File: src/hdl/cache_pkg.sv
package cache_pkg;

    localparam int ADDR_W = 32;
    localparam int DATA_W = 32;

    // fetch address split, cache depth follows from index width
    localparam int TAG_W    = 20;
    localparam int INDEX_W  = 10;
    localparam int OFFSET_W = 2;
    localparam int SETS     = 1 << INDEX_W;

    typedef struct packed {
        logic [TAG_W-1:0]    tag;
        logic [INDEX_W-1:0]  index;
        logic [OFFSET_W-1:0] offset;  // byte within word, unused by one-word lines
    } fetch_fields_t;

    // same word seen two ways: raw for memory, fields for the cache
    typedef union packed {
        logic [ADDR_W-1:0] raw;
        fetch_fields_t     f;
    } fetch_addr_t;

    // read address channel
    typedef struct packed {
        logic [ADDR_W-1:0] araddr;
        logic [7:0]        arlen;  // beats minus one, always zero here
        logic              arvalid;
    } rd_req_t;

    typedef struct packed {
        logic [DATA_W-1:0] rdata;
        logic              rvalid;
        logic              rlast;
    } rd_rsp_t;

    // single-beat write, address and data together
    typedef struct packed {
        logic [ADDR_W-1:0] awaddr;
        logic [DATA_W-1:0] wdata;
        logic [3:0]        wstrb;
        logic              wvalid;
    } wr_req_t;

    typedef struct packed {
        logic bvalid;  // one-cycle pulse
    } wr_rsp_t;

endpackage

File: src/hdl/d_port.sv
module d_port #(
    parameter int MEM_WORDS = 4096
) (
    input  logic                         clk,
    input  logic                         rst,
    input  logic                         req,
    input  logic                         we,
    input  logic [cache_pkg::ADDR_W-1:0] addr,
    input  logic [cache_pkg::DATA_W-1:0] wdata,
    output logic [cache_pkg::DATA_W-1:0] rdata,
    output logic                         done,
    output logic                         busy,
    output cache_pkg::rd_req_t           rd_req,
    input  logic                         arready,
    input  cache_pkg::rd_rsp_t           rd_rsp,
    output logic                         rready,
    output cache_pkg::wr_req_t           wr_req,
    input  logic                         wready,
    input  cache_pkg::wr_rsp_t           wr_rsp
);
    import cache_pkg::*;

    typedef enum logic [2:0] {
        IDLE,
        LOCAL,  // out of range, no bus cycle
        AR,
        R,
        W,
        B
    } state_t;

    state_t            state;
    logic [ADDR_W-1:0] addr_q;
    logic [DATA_W-1:0] wdata_q;
    logic              in_range;

    assign in_range = addr[ADDR_W-1:2] < MEM_WORDS;
    assign busy     = (state != IDLE);

    assign rd_req.araddr  = addr_q;
    assign rd_req.arlen   = 8'd0;
    assign rd_req.arvalid = (state == AR);
    assign rready         = (state == R);

    assign wr_req.awaddr = addr_q;
    assign wr_req.wdata  = wdata_q;
    assign wr_req.wstrb  = 4'hf;  // full-word stores only
    assign wr_req.wvalid = (state == W);

    always_ff @(posedge clk) begin
        if (rst) begin
            state <= IDLE;
            done  <= 1'b0;
        end else begin
            done <= 1'b0;
            case (state)
                IDLE: begin
                    if (req) begin
                        state <= !in_range ? LOCAL : (we ? W : AR);
                    end
                end
                LOCAL: begin
                    state <= IDLE;
                    done  <= 1'b1;
                end
                AR: if (arready) state <= R;
                R: begin
                    if (rd_rsp.rvalid && rd_rsp.rlast) begin
                        state <= IDLE;
                        done  <= 1'b1;
                    end
                end
                W: if (wready) state <= B;
                B: begin
                    if (wr_rsp.bvalid) begin
                        state <= IDLE;
                        done  <= 1'b1;
                    end
                end
                default: state <= IDLE;
            endcase
        end
    end

    always_ff @(posedge clk) begin
        if ((state == IDLE) && req) begin
            addr_q  <= addr;
            wdata_q <= wdata;
        end
        if (state == LOCAL) begin
            rdata <= '0;
        end else if ((state == R) && rd_rsp.rvalid) begin
            rdata <= rd_rsp.rdata;
        end
    end

endmodule

File: config.mk
export PLATFORM = sky130hd
export DESIGN_NAME = d_port
export DESIGN_NICKNAME = d
export VERILOG_FILES = /design/src/hdl/cache_pkg.sv /design/src/hdl/d_port.sv
export SDC_FILE = /design/constraint.sdc
export NUM_CORES = 1
export LEC_CHECK = 0
export ABC_AREA = 1
export BUFFER_PORTS_ARGS = -buffer_cell sky130_fd_sc_hd__buf_2
export CAP_MARGIN = 30
export CORE_ASPECT_RATIO = 1.1
export CORE_MARGIN = 4
export CORE_UTILIZATION = 35
export CTS_CLUSTER_DIAMETER = 120
export DETAILED_ROUTE_END_ITERATION = 8
export GPL_ROUTABILITY_DRIVEN = 0
export MAX_ROUTING_LAYER = met4
export PLACE_DENSITY = 0.77
export SYNTH_ARGS = -nofsm -noshare
export SYNTH_HDL_FRONTEND = slang
export SYNTH_SLANG_ARGS = --single-unit
File: constraint.sdc
create_clock -name clk -period 8.8 [get_ports clk]
set_input_delay 0.44 -clock clk [delete_from_list [all_inputs] [get_ports clk]]
set_output_delay 0.44 -clock clk [all_outputs]
set_load 0.02 [all_outputs]
==> metrics.txt <==
outcome finished, final reports clean; synthesized flop and latch total 100; antenna violations before repair 0; most frequent cells in the layout 237 x buf_2, 64 x edfxtp_1, 49 x nand2_1; most common cell after layout, fill and taps aside buf_2; synthesis-to-finish area growth 35.99%; post-route DRC violation count 0; Crit path largest cell delay 0.82 ns; clock sink count 100; Synth Cell Area 3786 um^2; Synthesis Warnings 0; total die area 12550 um^2; kind of cell adding the most delay to the critical path simple AND/OR/NAND/NOR gates; Setup TNS Final 0 ns; largest net degree at the start of global routing 65; die width 107.2 um; H-tree levels 3; die height 117.1 um; WL final 10630 um; fill count 945; Cells after Synth 325; root buf cell clkbuf_16; total track usage 0.1668; Max Freq 0.3964 GHz; CP Capture Type register; diode count 0; Hold Vio Cnt, Final 0; LEAKAGE 2.368 nW; Clock Pin Slew Worst Setup and Hold Paths 0.07 ns; iteration count of the initial detailed-routing pass 4; Final Cycle Share 0.2867; final core utilization 0.4908; vias in the first global route 3003; worst-path fanout max 36; CTS resizes 0; critical path's slowest cell nand2_1; core footprint 10490 um^2; antenna-violating nets left 0; average cell area after synthesis 11.65 um^2; CTS tree yes; Final min period 2.523 ns; Slew Viols, Final 0; Initial Util 0.3609; post-DR vias/cell 4.551; share of layout cells above drive strength 1 0.4925; Net count, final 632; peak supply drop 0.0001367 V; Multi-input gate area 750.7 um^2; Port Buf Inserts 237; maxcap violations 0; power per cell area 309.4 nW/um^2; final setup vio count 0; Seq/Total Area, Yosys 0.6980; CP arrival 2.73 ns; # IOs 250; worst min-delay path class input port to register; Synth Flop Type edfxtp_1; Num CTS Buffers 9; number of synthesized flops with an enable pin 64; grt ovf 0; Setup CP Type register to register; WL per Instance 15.75 um; dpl hpwl 8293 um; Cell variety after synth 21; Worst Path Buf+Inv 0; routed vias 3072; # Post-CTS Setup Buffers 0; most used cell, CP nand2_1; initial drt markers 126; hold_buf cts 0; Post-synth ARST share 0; CP Data Required Time 9.01 ns; register area 2643 um^2; RSZ-0062 raised after global routing false; clk buf depth 2; Worst-Skew Late Latency 0.34 ns; # rows 39; CP Cell Sequence nand2_1, nor2_4, nand2_1, nand2_1, a21oi_1; Worst setup SP type register; first-pass GRT wire length 15480 um; worst rel slew slack 0.3246; final clock skew 0.007059 ns; Worst Tran Pin Value 1.011 ns
## through the flow
stage          setup WS [ns]  cells  cell area, um^2  power, mW  hold WS [ns]
6_report               6.277    675             5149      1.593        0.2732
5_1_grt                5.980    675             5149      1.678        0.2577
4_1_cts                6.244    675             5149      1.611        0.2608
3_5_place_dp           6.280    659             4818      1.181        0.4516
3_3_place_gp           6.440    659             4818      1.170        0.4467
2_1_floorplan          4.720    335             3824      1.035        0.5124
## report_power, final
part | leakage, nW | internal [mW] | total, mW | switching [mW]
registers | 0.898 | 0.625 | 0.671 | 0.0460
logic | 1.31 | 0.141 | 0.495 | 0.354
clock network | 0.159 | 0.254 | 0.426 | 0.173
total | 2.37 | 1.02 | 1.59 | 0.573
## registers in the layout, indices dropped and copies added (netlist names)
register and flops:
addr_q 32, rdata 32, wdata_q 32, state 3, done 1
## synth_stat cells (2+ instances only)
master    count  area, um^2
clkbuf_1      4       15.01
conb_1        2       7.510
buf_2         9       45.04
nor2_1       22       82.58
buf_4        45       337.8
nor2_2        2       12.51
nand3_1      37       185.2
edfxtp_1     64        1922
o21ai_0       2       10.01
nor3_1        2       10.01
nand2_1      49       183.9
inv_1        11       41.29
a21oi_1      33       165.2
dfxtp_1      36       720.7
## cell families after synthesis
kind of cell | after synthesis | synth area share
DFF | 100 | 0.6979
buffers and inverters | 70 | 0.1170
other | 2 | 0.001984
and+or+nand+nor | 117 | 0.1352
AOI/OAI and AO/OA | 36 | 0.04792
## layout make-up
cell class                 count  area share
clock buffer                   9     0.04374
clock inverter                 7     0.02041
inverter                      12    0.008748
multi-input combinational    165      0.1458
sequential                   100      0.5132
tap                          143     0.03475
timing repair buffer         239      0.2333
## metal layers
metal | up-vias | GRT usage | wire length (um)
met5 | - | - | 0
met4 | 0 | 0.06053 | 137
met3 | 9 | 0.07405 | 1459
met2 | 180 | 0.2799 | 5261
met1 | 1436 | 0.1748 | 3770
li1 | 1447 | - | -
## path summary, 6_finish.rpt
check                             start                     end  slack (ns)  cells past startpoint
setup reg to reg  state[1]$_SDFFE_PP0P_  rdata[25]$_SDFFE_PN0P_        6.28                      5
hold / removal                 wdata[0]    wdata_q[0]$_DFFE_PP_        0.27                      1
setup / recovery  state[1]$_SDFFE_PP0P_  rdata[25]$_SDFFE_PN0P_        6.28                      5
hold reg to reg   rdata[6]$_SDFFE_PN0P_   rdata[6]$_SDFFE_PN0P_        0.46                      2
No activity file was read; power rests on OpenSTA's default activity.
