## src/hdl/cache_pkg.sv

```systemverilog
package cache_pkg;

    localparam int ADDR_W = 32;
    localparam int DATA_W = 32;

    // fetch address split, cache depth follows from index width
    localparam int TAG_W    = 20;
    localparam int INDEX_W  = 10;
    localparam int OFFSET_W = 2;
    localparam int SETS     = 1 << INDEX_W;

    typedef struct packed {
        logic [TAG_W-1:0]    tag;
        logic [INDEX_W-1:0]  index;
        logic [OFFSET_W-1:0] offset;  // byte within word, unused by one-word lines
    } fetch_fields_t;

    // same word seen two ways: raw for memory, fields for the cache
    typedef union packed {
        logic [ADDR_W-1:0] raw;
        fetch_fields_t     f;
    } fetch_addr_t;

    // read address channel
    typedef struct packed {
        logic [ADDR_W-1:0] araddr;
        logic [7:0]        arlen;  // beats minus one, always zero here
        logic              arvalid;
    } rd_req_t;

    typedef struct packed {
        logic [DATA_W-1:0] rdata;
        logic              rvalid;
        logic              rlast;
    } rd_rsp_t;

    // single-beat write, address and data together
    typedef struct packed {
        logic [ADDR_W-1:0] awaddr;
        logic [DATA_W-1:0] wdata;
        logic [3:0]        wstrb;
        logic              wvalid;
    } wr_req_t;

    typedef struct packed {
        logic bvalid;  // one-cycle pulse
    } wr_rsp_t;

endpackage

```

## src/hdl/mem_arbiter.sv

```systemverilog
module mem_arbiter (
    input  logic               clk,
    input  logic               rst,
    input  cache_pkg::rd_req_t i_rd_req,
    output logic               i_arready,
    output cache_pkg::rd_rsp_t i_rd_rsp,
    input  logic               i_rready,
    input  cache_pkg::rd_req_t d_rd_req,
    output logic               d_arready,
    output cache_pkg::rd_rsp_t d_rd_rsp,
    input  logic               d_rready,
    input  cache_pkg::wr_req_t d_wr_req,
    output logic               d_wready,
    output cache_pkg::wr_rsp_t d_wr_rsp,
    output cache_pkg::rd_req_t m_rd_req,
    input  logic               m_arready,
    input  cache_pkg::rd_rsp_t m_rd_rsp,
    output logic               m_rready,
    output cache_pkg::wr_req_t m_wr_req,
    input  logic               m_wready,
    input  cache_pkg::wr_rsp_t m_wr_rsp
);
    import cache_pkg::*;

    typedef enum logic [1:0] {
        OWN_NONE,
        OWN_D,
        OWN_I
    } owner_t;

    owner_t owner;
    logic   d_want;
    logic   sel_d;
    logic   sel_i;
    logic   last_beat;

    // grant combinationally while idle, data side first
    assign d_want = d_rd_req.arvalid || d_wr_req.wvalid;
    assign sel_d  = (owner == OWN_D) || ((owner == OWN_NONE) && d_want);
    assign sel_i  = (owner == OWN_I) || ((owner == OWN_NONE) && !d_want && i_rd_req.arvalid);

    assign last_beat = (m_rd_rsp.rvalid && m_rready && m_rd_rsp.rlast) || m_wr_rsp.bvalid;

    always_ff @(posedge clk) begin
        if (rst) begin
            owner <= OWN_NONE;
        end else if (owner == OWN_NONE) begin
            if (sel_d) begin
                owner <= OWN_D;
            end else if (sel_i) begin
                owner <= OWN_I;
            end
        end else if (last_beat) begin
            owner <= OWN_NONE;  // free again next cycle
        end
    end

    // non-owner requests masked toward memory
    assign m_rd_req = sel_d ? d_rd_req : (sel_i ? i_rd_req : '0);
    assign m_wr_req = sel_d ? d_wr_req : '0;
    assign m_rready = sel_d ? d_rready : (sel_i && i_rready);

    assign d_arready = sel_d && m_arready;
    assign d_wready  = sel_d && m_wready;
    assign i_arready = sel_i && m_arready;  // loser waits with ready low

    assign d_rd_rsp = sel_d ? m_rd_rsp : '0;
    assign d_wr_rsp = sel_d ? m_wr_rsp : '0;
    assign i_rd_rsp = sel_i ? m_rd_rsp : '0;

endmodule

```

## config.mk

```make
export PLATFORM = sky130hd
export DESIGN_NAME = mem_arbiter
export DESIGN_NICKNAME = d
export VERILOG_FILES = /design/src/hdl/cache_pkg.sv /design/src/hdl/mem_arbiter.sv
export SDC_FILE = /design/constraint.sdc
export NUM_CORES = 1
export LEC_CHECK = 0
export BUFFER_PORTS_ARGS = -buffer_cell sky130_fd_sc_hd__buf_2
export CAP_MARGIN = 10
export CORE_AREA = 2 2 148 150
export CTS_CLUSTER_SIZE = 12
export DETAILED_ROUTE_END_ITERATION = 10
export DIE_AREA = 0 0 150 152
export SYNTH_ARGS = -nofsm -noshare
export SYNTH_HDL_FRONTEND = slang
export SYNTH_SLANG_ARGS = --single-unit
```

## constraint.sdc

```tcl
create_clock -name clk -period 2.9 [get_ports clk]
set_clock_uncertainty 0.2 [all_clocks]
set_input_delay 0.435 -clock clk [delete_from_list [all_inputs] [get_ports clk]]
set_output_delay 0.435 -clock clk [all_outputs]
set_load 0.02 [all_outputs]
```

==> results.md <==
- Synth warn: 0
- # clock sinks: 2
- Largest registers: owner: 2 flops
- Quantity of gates resized following cts: 0
- Slew headroom: 0.647
- Worst path top cell family by delay: simple AND/OR/NAND/NOR gates
- Vias in the first global route: approximately 2,700
- Row count: between 50 and 60
- Post-Syn Area: between 1500 and 2000 um2
- Largest cells by area after synthesis: and2_1 (57%), a22o_1 (23%), clkbuf_1 (2.7%)
- Via count: 3,038
- Width of the chip: around 150 um
- Root Buffer: clkbuf_16
- Final Max Slew Viols: 0
- Gr ovfl total: 0
- DR iter-0 viols: 114
- Peak Freq: between 0.3 and 0.4 GHz
- Final WL: roughly 12,000 um
- Data arrival time of the critical path: about 2.1 ns
- Net Count, Synth: roughly 420
- DR pass1 iterations: 4
- Area share of the largest cell type after synthesis: 0.573
- Gr usage total: 0.0922
- Clock Latency Late Sink: around 0.22 ns
- CTS tree: done
- P_leak: 2.26 nW
- Data required, critical path: ~2.3 ns
- Antenna Nets Post-Route: 0
- Synthesized area per cell: 6.73 um2
- Share of cells above drive strength 1: 0.654
- DRC viols: 0
- FF+latch area: ~40 um2
- Mapped Cells: approximately 230
- Hold path startpoint: rst
- Initial antenna violation count: 6
- Crit path from: owner[0]
- Finished Cell Area: ~3800 um2
- Worst path cell trace: or4b_1, o21ai_4, buf_12, a22o_1, buf_2
- Global-route wire length before repair: between 15,000 and 20,000 um
- Worst Path Max Fanout: 50
- Sequential area share after synthesis: 0.0262
- Top cells by count, synth: and2_1 (140), a22o_1 (40), clkbuf_1 (11)
- I/O pin count: between 300 and 400
- Min-delay worst type: primary input to flop
- Yosys top cell by area: and2_1
- Async set or reset register ratio after synthesis: 0
- Setup-violating endpoint count in the final report: 0
- DIE AREA: 22,800 um2
- Outcome: finished, final reports clean
- Critical path buffers and inverters: 2
- Most flop-heavy register: owner
- Starting Density: 0.0716
- CP endpoint kind: output port
- Top FF cell, synth: dfxtp_1
- Least-Margin Pin Slew: approximately 0.53 ns
- TNS Setup: 0 ns
- WS Path Type: flop to output port
- Detailed Place HPWL: 10,600 um
- Final min period: 2.74 ns
- Max reg flops: 2
- Flop and latch count out of synthesis: 2
- Vias/cell: about 3.5
- Chip height: 152 um
- Largest net degree at the start of global routing: about 150
- Area grow syn2layout: 146%
- Fin. Hold Viols: 0
- Final period util: 0.944
- H-tree Lvls: 1
- Placer Congestion: ~0.83
- Wire per inst: 13.8 um
- Clock slew seen by the registers of the worst setup and hold paths: approximately 0.030 ns
- RSZ-0062 raised after global routing: false
- Power Density: roughly 300 nW/um2
- Total power: 1.10 mW
- Top-count cell post-synth: and2_1
- CTS Hold Bufs: 0
- Total core area: roughly 21,000 um2
- Crit start category: flop
- Peak VDD IR: 0.000138 V
- EDFF count, synth: 0
- Slowest-stage cell, CP: or4b_1
- IO Port Bufs: 374
- RR Startpoint: owner[0]
- Multi-input gate area: around 1400 um2
- Critical path's largest stage delay: 0.61 ns
- Post-CTS setup buffers: 0
- Nets: 778
- Total of max-cap violations: 0
- Filler instances: between 2,000 and 2,500
- Post-synth cell types: 22
- Num CTS Buffers: 3
- Dpl cell area: ~3700 um2
- Longest Clk Path Bufs: 2
area by class of cell:
class                           instances  area share
Timing Repair Buffer                  377       0.510
Multi-Input combinational cell        201       0.364
Tap cell                              280      0.0931
Clock buffer                            3      0.0199
Sequential cell                         2      0.0106
Antenna cell                            3     0.00199
Inverter                                1    0.000997
per-stage QoR:
stage | instances | util | setup slack (ns) | hold slack [ns]
floorplan | 227 | - | 0.697 | 0.304
global placement | 861 | 0.172 | 0.244 | 0.389
detailed placement | 861 | 0.172 | 0.218 | 0.410
CTS | 864 | 0.176 | 0.124 | 0.196
global route | 865 | 0.176 | 0.00320 | 0.201
finish | 867 | 0.176 | 0.163 | 0.192
logic make-up (layout without fill, tap and decap cells):
kind of cell    count (synthesis)  after routing  synth area share
flops                           2              2            0.0262
other cells                     0              3                 0
buf+inv                        24            381            0.0860
simple gates                  154            154             0.627
compound gates                 47             47             0.260
cell usage in the layout (no fill, tap or decap), types with 2 or more instances in the layout:
cell type / instances
diode_2: 3
nor2b_1: 2
clkbuf_16: 3
nor2_1: 2
buf_12: 2
nand2b_1: 5
and2_1: 140
a22o_1: 40
buf_2: 374
dfxtp_1: 2
a21oi_1: 2
metal layers:
layer / global-route usage / share of wire / up-vias
li1: - / - / 1475
met1: 0.0939 / 0.35 / 1307
met2: 0.170 / 0.49 / 240
met3: 0.0342 / 0.13 / 12
met4: 0.0337 / 0.025 / 4
met5: 0 / 0.0027 / -
final timing paths:
| path | endpoint | slack (ns) | depth (start not counted) |
|---|---|---|---|
| max reg2reg | owner[1] | 1.30 | 3 |
| min reg2reg | owner[0] | 0.41 | 2 |
| max | m_rd_req[7] | 0.16 | 5 |
| min | owner[1] | 0.19 | 2 |
report_power, final:
part	switching (mW)	internal, mW
sequential	0.00448	0.0298
clock	0.0290	0.175
combinational	0.510	0.350
total	0.543	0.555
No activity file was read; power rests on OpenSTA's default activity.
